[config.mk]
export PLATFORM = sky130hd
export DESIGN_NAME = op_fifo
export DESIGN_NICKNAME = d
export VERILOG_FILES = /design/src/design/exec_pkg.sv /design/src/design/op_fifo.sv
export SDC_FILE = /design/constraint.sdc
export NUM_CORES = 1
export LEC_CHECK = 0
export ABC_CLOCK_PERIOD_IN_PS = 3550
export BUFFER_PORTS_ARGS = -buffer_cell sky130_fd_sc_hd__buf_2
export CORE_MARGIN = 8
export CORE_UTILIZATION = 57
export DETAILED_ROUTE_END_ITERATION = 6
export PLACE_DENSITY_LB_ADDON = 0.25
export SLEW_MARGIN = 20
export SYNTH_ARGS = -nofsm -noshare
export SYNTH_HDL_FRONTEND = slang
export SYNTH_SLANG_ARGS = --single-unit
[constraint.sdc]
create_clock -name clk -period 3.55 [get_ports clk]
set_input_delay 0.1775 -clock clk [delete_from_list [all_inputs] [get_ports clk]]
set_output_delay 0.1775 -clock clk [all_outputs]
set_load 0.01 [all_outputs]
[src/design/exec_pkg.sv]
`default_nettype none

package exec_pkg;

	//////////////////////////////////////////////////
	// Sizes and latencies
	//////////////////////////////////////////////////

	localparam int data_width  = 32;
	localparam int fifo_depth  = 4;
	localparam int mult_cycles = 5;
	localparam int div_cycles  = 10;

	//////////////////////////////////////////////////
	// Operation codes
	//////////////////////////////////////////////////

	typedef enum logic [4:0] {
		op_add, op_sub, op_and, op_or, op_xor, op_nor, op_slt, op_sltu,
		op_sll, op_srl, op_sra, op_sllv, op_srlv, op_srav,
		op_mult, op_multu, op_div, op_divu,
		op_mthi, op_mtlo, op_mfhi, op_mflo,
		op_illegal
	} exec_op_e;

	//////////////////////////////////////////////////
	// Stream payloads
	//////////////////////////////////////////////////

	// Raw input beat, instruction plus both register values
	typedef struct packed {
		logic [data_width-1:0] instr;
		logic [data_width-1:0] rs_val;
		logic [data_width-1:0] rt_val;
	} instr_beat_t;

	// Decoded operation as queued for the execute unit
	typedef struct packed {
		exec_op_e              op;
		logic [4:0]            shamt;
		logic [data_width-1:0] a;
		logic [data_width-1:0] b;
		logic                  writes_result;
	} exec_op_t;

	typedef struct packed {
		logic [data_width-1:0] value;
		logic                  overflow;
	} exec_result_t;

endpackage

`default_nettype wire

[src/design/op_fifo.sv]
`timescale 1ns/1ps
`default_nettype none

module op_fifo import exec_pkg::*; (
	input  logic     clk,
	input  logic     reset,
	input  exec_op_t wr_op,
	input  logic     wr_valid,
	output logic     wr_ready,
	output exec_op_t rd_op,
	output logic     rd_valid,
	input  logic     rd_ready
);

	localparam int ptr_w   = $clog2(fifo_depth);
	localparam int count_w = $clog2(fifo_depth + 1);

	exec_op_t           mem [fifo_depth];
	logic [ptr_w-1:0]   wr_ptr;
	logic [ptr_w-1:0]   rd_ptr;
	logic [count_w-1:0] count;
	logic               do_wr;
	logic               do_rd;

	assign wr_ready = count != count_w'(fifo_depth);
	assign rd_valid = count != '0;
	assign rd_op    = mem[rd_ptr];

	assign do_wr = wr_valid && wr_ready;
	assign do_rd = rd_valid && rd_ready;

	always_ff @(posedge clk) begin
		if (do_wr) begin
			mem[wr_ptr] <= wr_op;
		end
	end

	// Pointers wrap at fifo_depth
	always_ff @(posedge clk) begin
		if (reset) begin
			wr_ptr <= '0;
			rd_ptr <= '0;
			count  <= '0;
		end else begin
			if (do_wr) begin
				wr_ptr <= (wr_ptr == ptr_w'(fifo_depth - 1)) ? '0 : wr_ptr + 1'b1;
			end
			if (do_rd) begin
				rd_ptr <= (rd_ptr == ptr_w'(fifo_depth - 1)) ? '0 : rd_ptr + 1'b1;
			end
			case ({do_wr, do_rd})
				2'b10:   count <= count + 1'b1;
				2'b01:   count <= count - 1'b1;
				default: count <= count;
			endcase
		end
	end

endmodule

`default_nettype wire

==> impl_metrics.json, run 1 <==
{
  "synth_top_area_share_pct": 79.8,
  "dieArea_um2": 24600,
  "clk_latency_ns": 0.53,
  "cts_buffer_depth": 3,
  "initial_core_util_pct": 58.0,
  "async_flop_share_pct": 0,
  "cts_inserted_buffers": 31,
  "synth_area_leaders": "edfxtp_1 (80%), mux4_2 (15%), dfxtp_1 (1.6%)",
  "yosysTopAreaCell": "edfxtp_1",
  "period_share_pct": 70.1,
  "ios": 156,
  "worstHoldPathCells": 3,
  "min_path_type": "in -> reg",
  "slew_viol_final": 0,
  "grt_pass1_wl_um": 32600,
  "vias": 5360,
  "rsz0062_at_grt": "false",
  "gp_congestion": 0.716,
  "period_minus_slack_ns": 2.49,
  "grt_max_degree": 76,
  "synthDistinctLibCells": 26,
  "die_h_um": 157,
  "drtPass1Iterations": 5,
  "die_x_um": 157,
  "port_buffers": 155,
  "synthFlopType": "edfxtp_1",
  "fill_cells": 1108,
  "overflow": 0,
  "fin_skew_ns": 0.0115,
  "clockRootBuffer": "clkbuf_16",
  "drt-total-wl_um": 20900,
  "cts_tree": "done",
  "reg2reg_depth": 8,
  "synth_fp_nets": 529,
  "cts-resized-gates": 0,
  "ys_seq_elements": 309,
  "dp_hpwl_um": 12100,
  "routedWlPerCell_um": 21.2,
  "grt_pass1_vias": 5959,
  "rows": 51,
  "tns_ns": 0,
  "worst_pin_slew_ns": 1.13,
  "cp.required_ns": 3.37,
  "drc": 0,
  "grtUsageTotal_pct": 17.2,
  "ys_seq_area_share_pct": 81.4,
  "drive_gt1_share_pct": 40.5,
  "yosysWarningCount": 0,
  "clkSlewWorstSetupHoldPaths_ns": 0.06,
  "synth_edf_count": 300,
  "syn_avg_cell_area_um2": 25.5,
  "power.leakage_nw": 4.83,
  "final_cells": 984,
  "slew_headroom_pct": 24.5,
  "setup_violations": 0,
  "layout.nets": 781,
  "pwr_density_cell_nw_per_um2": 675,
  "worst_setup_path_start_kind": "flop",
  "fmax_mhz": 402,
  "path_max_fanout": 75,
  "synthesis.instances": 443,
  "ir_worst_vdd_mv": 0.478,
  "critPathKind": "reg -> out",
  "htree_levels": 1,
  "pre_cts_ws_ns": 1.12,
  "synth_area_um2": 11300,
  "cp-end-kind": "output port",
  "maxCapViolations": 0,
  "finalHoldViolations": 0,
  "syn_to_final_growth_pct": 25.7,
  "setup_ws_ns": 1.06,
  "dpl.cell_count": 851,
  "ant_nets": 0,
  "drt-initial-drc-count": 328,
  "cp.arrival_ns": 2.31,
  "cts.sinks": 309,
  "num_antenna_cells": 0,
  "vias_per_cell": 5.45,
  "antenna_found_initial": 0,
  "design.core.area_um2": 19500,
  "outcome": "finished clean"
}
[cell type report]
cell class	instances	area, um2	share of cell area, %
Clock buffer	42	847	5.97
Sequential cell	309	9200	64.8
Clock inverter	15	159	1.12
Inverter	6	22.5	0.159
Tap cell	265	332	2.34
Multi-Input combinational cell	110	1980	14.0
Timing Repair Buffer	237	1660	11.7
[kinds of logic (layout without fill, tap and decap cells)]
family          Yosys count  count (layout)  share of synthesized area [%]
compound gates            7               7                          0.399
simple gates             17              17                          0.853
xor+xnor                  2               2                          0.155
buf+inv                  24             300                           1.26
mux                      77              77                           15.1
fa+ha+maj                 7               7                          0.842
flops                   309             309                           81.4
[repair_timing]
action                    CTS  global route
setup buffers               0             0
hold buffers               76             0
hold endpoints to repair  307             0
[routing by layer]
metal | vias to the layer above | GRT usage (%) | wire (um) | part of all wire (%)
li1 | 2403 | - | - | -
met2 | 189 | 29.6 | 10600 | 51
met4 | 0 | 3.71 | 298 | 1.4
met5 | - | 0 | 0 | 0
met1 | 2741 | 22.2 | 8400 | 40
met3 | 27 | 3.86 | 1590 | 7.6
[critical path: stages, from the launching register on]
cell     delay (ns)
dfxtp_4        1.06
mux4_2         0.46
buf_2          0.17
[where the power goes]
part,total (mW),switching (mW),internal [mW]
clock,3.14,1.25,1.89
combinational,1.86,0.910,0.955
sequential,4.58,0.197,4.39
[cells in the mapped netlist (2+ instances only)]
cell type  count
and3_1         3
a21oi_1        3
nand2b_1       2
mux2i_1        2
mux4_2        75
inv_1          6
buf_6          5
nor2_1         4
dfxtp_1        9
ha_1           6
nand2_1        2
or3_1          3
buf_2          9
xor2_1         2
clkbuf_1       2
edfxtp_1     300
[layout by cell type (no fill, tap or decap), types with 4 or more instances in the layout]
cell and n:
clkbuf_16 31, edfxtp_1 300, nor2_1 4, clkinv_2 6, dlygate4sd3_1 76, mux4_2 75
clkbuf_1 8, inv_1 6, buf_2 155, dfxtp_1 7, and3_4 4, buf_12 6
ha_1 6
[path summary, 6_finish.rpt]
check	slack [ns]	endpoint	start
min reg2reg	0.50	flop	rd_ptr[0]$_SDFFE_PP0P_
max	1.06	rd_op[61]	flop
max reg2reg	1.08	count[2]$_SDFFE_PP0P_	count[2]$_SDFFE_PP0P_
min	0.05	wr_ptr[0]$_SDFFE_PP0P_	wr_valid
[flip-flops by register name, summed over array words and instances (netlist names), named ones only]
name    flops
wr_ptr      2
rd_ptr      2
mem       300
count       3
[per-stage QoR]
stage / hold slack (ns) / power [mW] / instance area, um2 / utilization [%]
2_1_floorplan: 0.276 / 5.79 / 11300 / -
3_3_place_gp: 0.385 / 6.45 / 12400 / 63.9
3_5_place_dp: 0.394 / 6.51 / 12400 / 63.9
4_1_cts: 0.0253 / 9.72 / 14200 / 72.9
5_1_grt: 0.0698 / 9.98 / 14200 / 72.9
6_report: 0.0499 / 9.58 / 14200 / 72.9
No activity file was read; power rests on OpenSTA's default activity.
==> run 2, diff against run 1 <==
ABC_CLOCK_PERIOD_IN_PS = 2000   (was 3550)
CORE_UTILIZATION = 51   (was 57)
clock period = 2 ns   (was 3.55 ns; I/O delays follow)
==> impl_metrics.json, run 2 (synthesis results as in run 1) <==
{
  "outcome": "finished with violations",
  "violations": "setup timing",
  "grt_max_degree": 39,
  "worst_pin_slew_ns": 0.487,
  "grt_pass1_vias": 6041,
  "slew_viol_final": 0,
  "fill_cells": 1332,
  "setup_ws_ns": -0.0268,
  "cts.sinks": 309,
  "cp.arrival_ns": 2.49,
  "fin_skew_ns": 0.00706,
  "gp_congestion": 0.735,
  "top_regs": "mem x300, count x3",
  "drc": 0,
  "switchingPower_mw": 4.51,
  "final_common_cell": "edfxtp_1",
  "dp_hpwl_um": 13500,
  "final_cells": 1026,
  "ir_worst_vdd_mv": 0.863,
  "swShare_pct": 24.0,
  "fmax_mhz": 493,
  "ios": 156,
  "vias_per_cell": 5.37,
  "top_register": "mem",
  "r2r_end": "count[2]$_SDFFE_PP0P_",
  "initial_core_util_pct": 51.9,
  "cts_tree": "done",
  "ant_nets": 0,
  "port_buffers": 155,
  "drt-total-wl_um": 22500,
  "pre_cts_ws_ns": 0.0127,
  "cp-end-kind": "flop",
  "hold_start": "rd_ready",
  "largest_reg_flops": 300,
  "rows": 54,
  "p_clk_share_pct": 32.5,
  "routedWlPerCell_um": 21.9,
  "num_antenna_cells": 0,
  "utilization_pct": 69.5,
  "dpl.cell_count": 883,
  "critPathKind": "reg -> reg",
  "slew_headroom_pct": 67.6,
  "finalHoldViolations": 0,
  "rsz0062_at_grt": "true",
  "design.core.area_um2": 21800,
  "reg2reg_from": "count[2]$_SDFFE_PP0P_",
  "mostFrequentLayoutCells": "edfxtp_1 (300), buf_2 (108), dlygate4sd3_1 (77)",
  "syn_to_final_growth_pct": 33.8,
  "clk_latency_ns": 0.53,
  "maxCapViolations": 0,
  "worstHoldPathCells": 5,
  "cts_buffer_depth": 3,
  "cts_inserted_buffers": 31,
  "drt-initial-drc-count": 337,
  "htree_levels": 1,
  "min_path_type": "in -> reg",
  "period_minus_slack_ns": 2.03,
  "pwr_density_cell_nw_per_um2": 1240,
  "power.leakage_nw": 5.20,
  "overflow": 0,
  "die_h_um": 165,
  "r2r_slack_ns": -0.03,
  "layout.nets": 810,
  "power_frac_seq_pct": 42.3,
  "clkSlewWorstSetupHoldPaths_ns": 0.06,
  "drive_gt1_share_pct": 43.3,
  "die_x_um": 165,
  "grtUsageTotal_pct": 16.5,
  "worst_setup_path_start_kind": "flop",
  "clockRootBuffer": "clkbuf_16",
  "grt_pass1_wl_um": 34100,
  "vias": 5509,
  "path_max_fanout": 5,
  "antenna_found_initial": 1,
  "period_share_pct": 101,
  "setup_violations": 30,
  "dieArea_um2": 27200,
  "finalPower_mw": 18.8,
  "drtPass1Iterations": 6,
  "cp.required_ns": 2.46,
  "internal_power_mw": 14.3,
  "timing.hold.ws_ns": 0.0482,
  "reg2reg_depth": 8,
  "p_comb_share_pct": 25.2
}
-- run 2: cell types whose count changed in the layout (fill, tap and decap cells not counted), moves of 2 or more --
cell,previous run,this run
buf_12,6,13
bufinv_16,3,8
buf_4,0,11
clkbuf_8,3,0
dfxtp_1,7,5
buf_6,0,48
buf_16,0,5
clkbuf_1,8,5
clkbuf_16,31,34
clkinv_1,2,7
clkinvlp_4,3,1
dfxtp_2,0,2
buf_2,155,108
clkinv_2,6,2
-- run 2: layout make-up --
cell class,count,area (um2),area share (%)
Clock buffer,36,795,5.26
Clock inverter,19,293,1.94
Inverter,6,22.5,0.149
Multi-Input combinational cell,110,2010,13.3
Sequential cell,309,9200,60.9
Tap cell,280,350,2.32
Timing Repair Buffer,266,2440,16.1
-- run 2: through the flow --
step	TNS, ns	instance area, um2
after global routing	-6.09	15100
final	-0.301	15100
after detailed placement	0	12700
after floorplan	-6.06	11300
after CTS	-2.35	14900
after global placement	0	12700
-- run 2: worst max path at each step --
stage / startpoint / end / slack [ns] / cells after the start
finish: count[2]$_SDFFE_PP0P_ / count[2]$_SDFFE_PP0P_ / -0.03 / 8
global route: flop / rd_op[2] / -0.11 / 4
CTS: flop / rd_op[2] / -0.07 / 4
detailed placement: count[2]$_SDFFE_PP0P_ / count[2]$_SDFFE_PP0P_ / 0.01 / 8
global placement: count[2]$_SDFFE_PP0P_ / count[2]$_SDFFE_PP0P_ / 0.06 / 8
floorplan: count[1]$_SDFFE_PP0P_ / mem[0][0]$_DFFE_PP_ / -0.02 / 3
-- run 2: power groups by stage --
stage / sequential, mW / clock [mW] / combinational (mW)
after floorplan: 8.03 / 0 / 2.27
after global routing: 8.01 / 6.44 / 5.08
after CTS: 7.96 / 6.18 / 4.57
after global placement: 8.11 / 0 / 3.61
after detailed placement: 8.16 / 0 / 3.67
final: 7.96 / 6.10 / 4.75
-- run 2: what timing repair did --
| action | 4_1_cts | 5_1_grt |
|---|---|---|
| setup buffers | 5 | 0 |
| endpoints found under the hold margin | 309 | 0 |
| endpoints found under the setup margin | 68 | 76 |
| cloned | 3 | 3 |
| hold buffers | 77 | 0 |
| gates resized for setup | 42 | 22 |
-- run 2: per-layer routing --
metal  vias to the layer above  track usage, %  part of all wire (%)
li1                       2461               -                     -
met1                      2843            21.2                    41
met2                       172            28.2                    51
met3                        31            3.86                   6.6
met4                         2            3.81                   1.3
met5                         -               0                 0.036
-- run 2: worst max-delay path: stages, from the launching register on --
cell and delay, ns:
dfxtp_2 0.36, or3b_4 0.41, nand2_4 0.08, ha_4 0.14, inv_2 0.04, fa_2 0.33
xor2_1 0.17, or3_1 0.31, a21oi_1 0.12
==> run 3, diff against run 2 <==
--- a/config.mk
+++ b/config.mk
@@ -13,2 +13,3 @@
 export PLACE_DENSITY_LB_ADDON = 0.25
+export RECOVER_POWER = 50
 export SLEW_MARGIN = 20
==> constraint.sdc (replaced) <==
create_clock -name clk -period 2 [get_ports clk]
set_input_delay 0.2 -clock clk [delete_from_list [all_inputs] [get_ports clk]]
set_output_delay 0.2 -clock clk [all_outputs]
set_load 0.01 [all_outputs]
==> impl_metrics.json, run 3 (synthesis results as in run 1) <==
{
  "cts_tree": "done",
  "fin_skew_ns": 0.00655,
  "reg2reg_from": "count[0]$_SDFFE_PP0P_",
  "worst_setup_path_start_kind": "flop",
  "drc": 0,
  "top_register": "mem",
  "pre_cts_ws_ns": -0.0689,
  "pwr_density_cell_nw_per_um2": 1230,
  "grtUsageTotal_pct": 16.5,
  "period_share_pct": 106,
  "drtPass1Iterations": 4,
  "setup_ws_ns": -0.122,
  "drive_gt1_share_pct": 33.9,
  "rows": 54,
  "dp_hpwl_um": 13500,
  "cts_inserted_buffers": 31,
  "cp.required_ns": 1.80,
  "clkSlewWorstSetupHoldPaths_ns": 0.06,
  "cp.arrival_ns": 1.92,
  "slew_headroom_pct": 72.7,
  "design.core.area_um2": 21800,
  "drt-total-wl_um": 23200,
  "gp_congestion": 0.749,
  "timing.hold.ws_ns": 0.0965,
  "routedWlPerCell_um": 22.4,
  "violations": "setup timing",
  "tns_ns": -7.06,
  "num_antenna_cells": 0,
  "cts.sinks": 309,
  "overflow": 0,
  "rsz0062_at_grt": "true",
  "layout.nets": 819,
  "min_path_type": "in -> reg",
  "ir_worst_vdd_mv": 0.876,
  "port_buffers": 155,
  "antenna_found_initial": 1,
  "power.leakage_nw": 5.03,
  "clk_latency_ns": 0.54,
  "htree_levels": 1,
  "maxCapViolations": 0,
  "cts_buffer_depth": 3,
  "initial_core_util_pct": 51.9,
  "grt_pass1_wl_um": 34000,
  "fill_cells": 1371,
  "dieArea_um2": 27200,
  "die_x_um": 165,
  "r2r_end": "count[2]$_SDFFE_PP0P_",
  "clockRootBuffer": "clkbuf_16",
  "die_h_um": 165,
  "critPathKind": "reg -> out",
  "period_minus_slack_ns": 2.12,
  "utilization_pct": 69.2,
  "multiInputGateArea_um2": 2010,
  "crit_end": "rd_op[23]",
  "slew_viol_final": 0,
  "path_max_fanout": 5,
  "worst_pin_slew_ns": 0.410,
  "finalHoldViolations": 0,
  "largest_reg_flops": 300,
  "ios": 156,
  "finalPower_mw": 18.5,
  "outcome": "finished with violations",
  "fmax_mhz": 471,
  "vias_per_cell": 5.37,
  "cp-end-kind": "output port",
  "ant_nets": 0,
  "r2r_slack_ns": -0.07,
  "drt-initial-drc-count": 312,
  "grt_max_degree": 39,
  "reg2reg_depth": 8,
  "top_regs": "mem x300, count x3",
  "grt_pass1_vias": 5997,
  "setup_violations": 76,
  "final_common_cell": "edfxtp_1",
  "syn_to_final_growth_pct": 33.4,
  "seq_area_um2": 9200,
  "vias": 5566,
  "mostFrequentLayoutCells": "edfxtp_1 (300), clkbuf_1 (82), dlygate4sd3_1 (76)"
}
## run 3: final cells by class
type | instances | share of cell area, %
Sequential cell | 309 | 61.1
Timing Repair Buffer | 275 | 16.5
Multi-Input combinational cell | 110 | 13.3
Clock buffer | 36 | 5.27
Tap cell | 280 | 2.33
Clock inverter | 21 | 1.38
Inverter | 6 | 0.150
## run 3: worst max-delay path: stages (launching register included)
cell	delay (ns)
dfxtp_4	0.39
buf_12	0.15
clkbuf_16	0.16
mux4_2	0.53
buf_6	0.14
## run 3: power breakdown
part,internal (mW),switching (mW),total [mW],leakage (nW)
clock network,3.35,2.26,5.61,0.494
registers,7.78,0.173,7.96,2.83
logic,2.75,2.15,4.89,1.71
total,13.9,4.58,18.5,5.03
## run 3: metrics by stage
step                cells  cell area [um2]
global placement      883            12700
global route         1037            15100
CTS                  1019            14800
finish               1037            15100
floorplan             443            11300
detailed placement    883            12700
## run 3: what timing repair did
item | CTS | global route
endpoints found under the setup margin | 76 | 77
cloned | 1 | 8
hold buffers | 76 | 0
gates resized for setup | 52 | 21
buffers inserted | 2 | 11
hold endpoints to repair | 307 | 0
## run 3: worst min-delay path by stage
stage,from,end,slack (ns),cells past startpoint
5_1_grt,wr_valid,wr_ptr[0]$_SDFFE_PP0P_,0.1,3
3_3_place_gp,wr_op[72],mem[0][72]$_DFFE_PP_,0.41,1
3_5_place_dp,wr_op[70],mem[3][70]$_DFFE_PP_,0.42,1
2_1_floorplan,wr_op[0],mem[0][0]$_DFFE_PP_,0.30,0
6_report,wr_valid,wr_ptr[0]$_SDFFE_PP0P_,0.1,3
4_1_cts,wr_valid,wr_ptr[0]$_SDFFE_PP0P_,0.06,3
## run 3: layer usage
metal | global-route usage [%] | share of wire, % | up-vias
met1 | 20.4 | 40 | 2875
met2 | 29.3 | 53 | 186
li1 | - | - | 2476
met3 | 3.61 | 5.8 | 27
met4 | 3.85 | 1.7 | 2
met5 | 0 | 0.056 | -
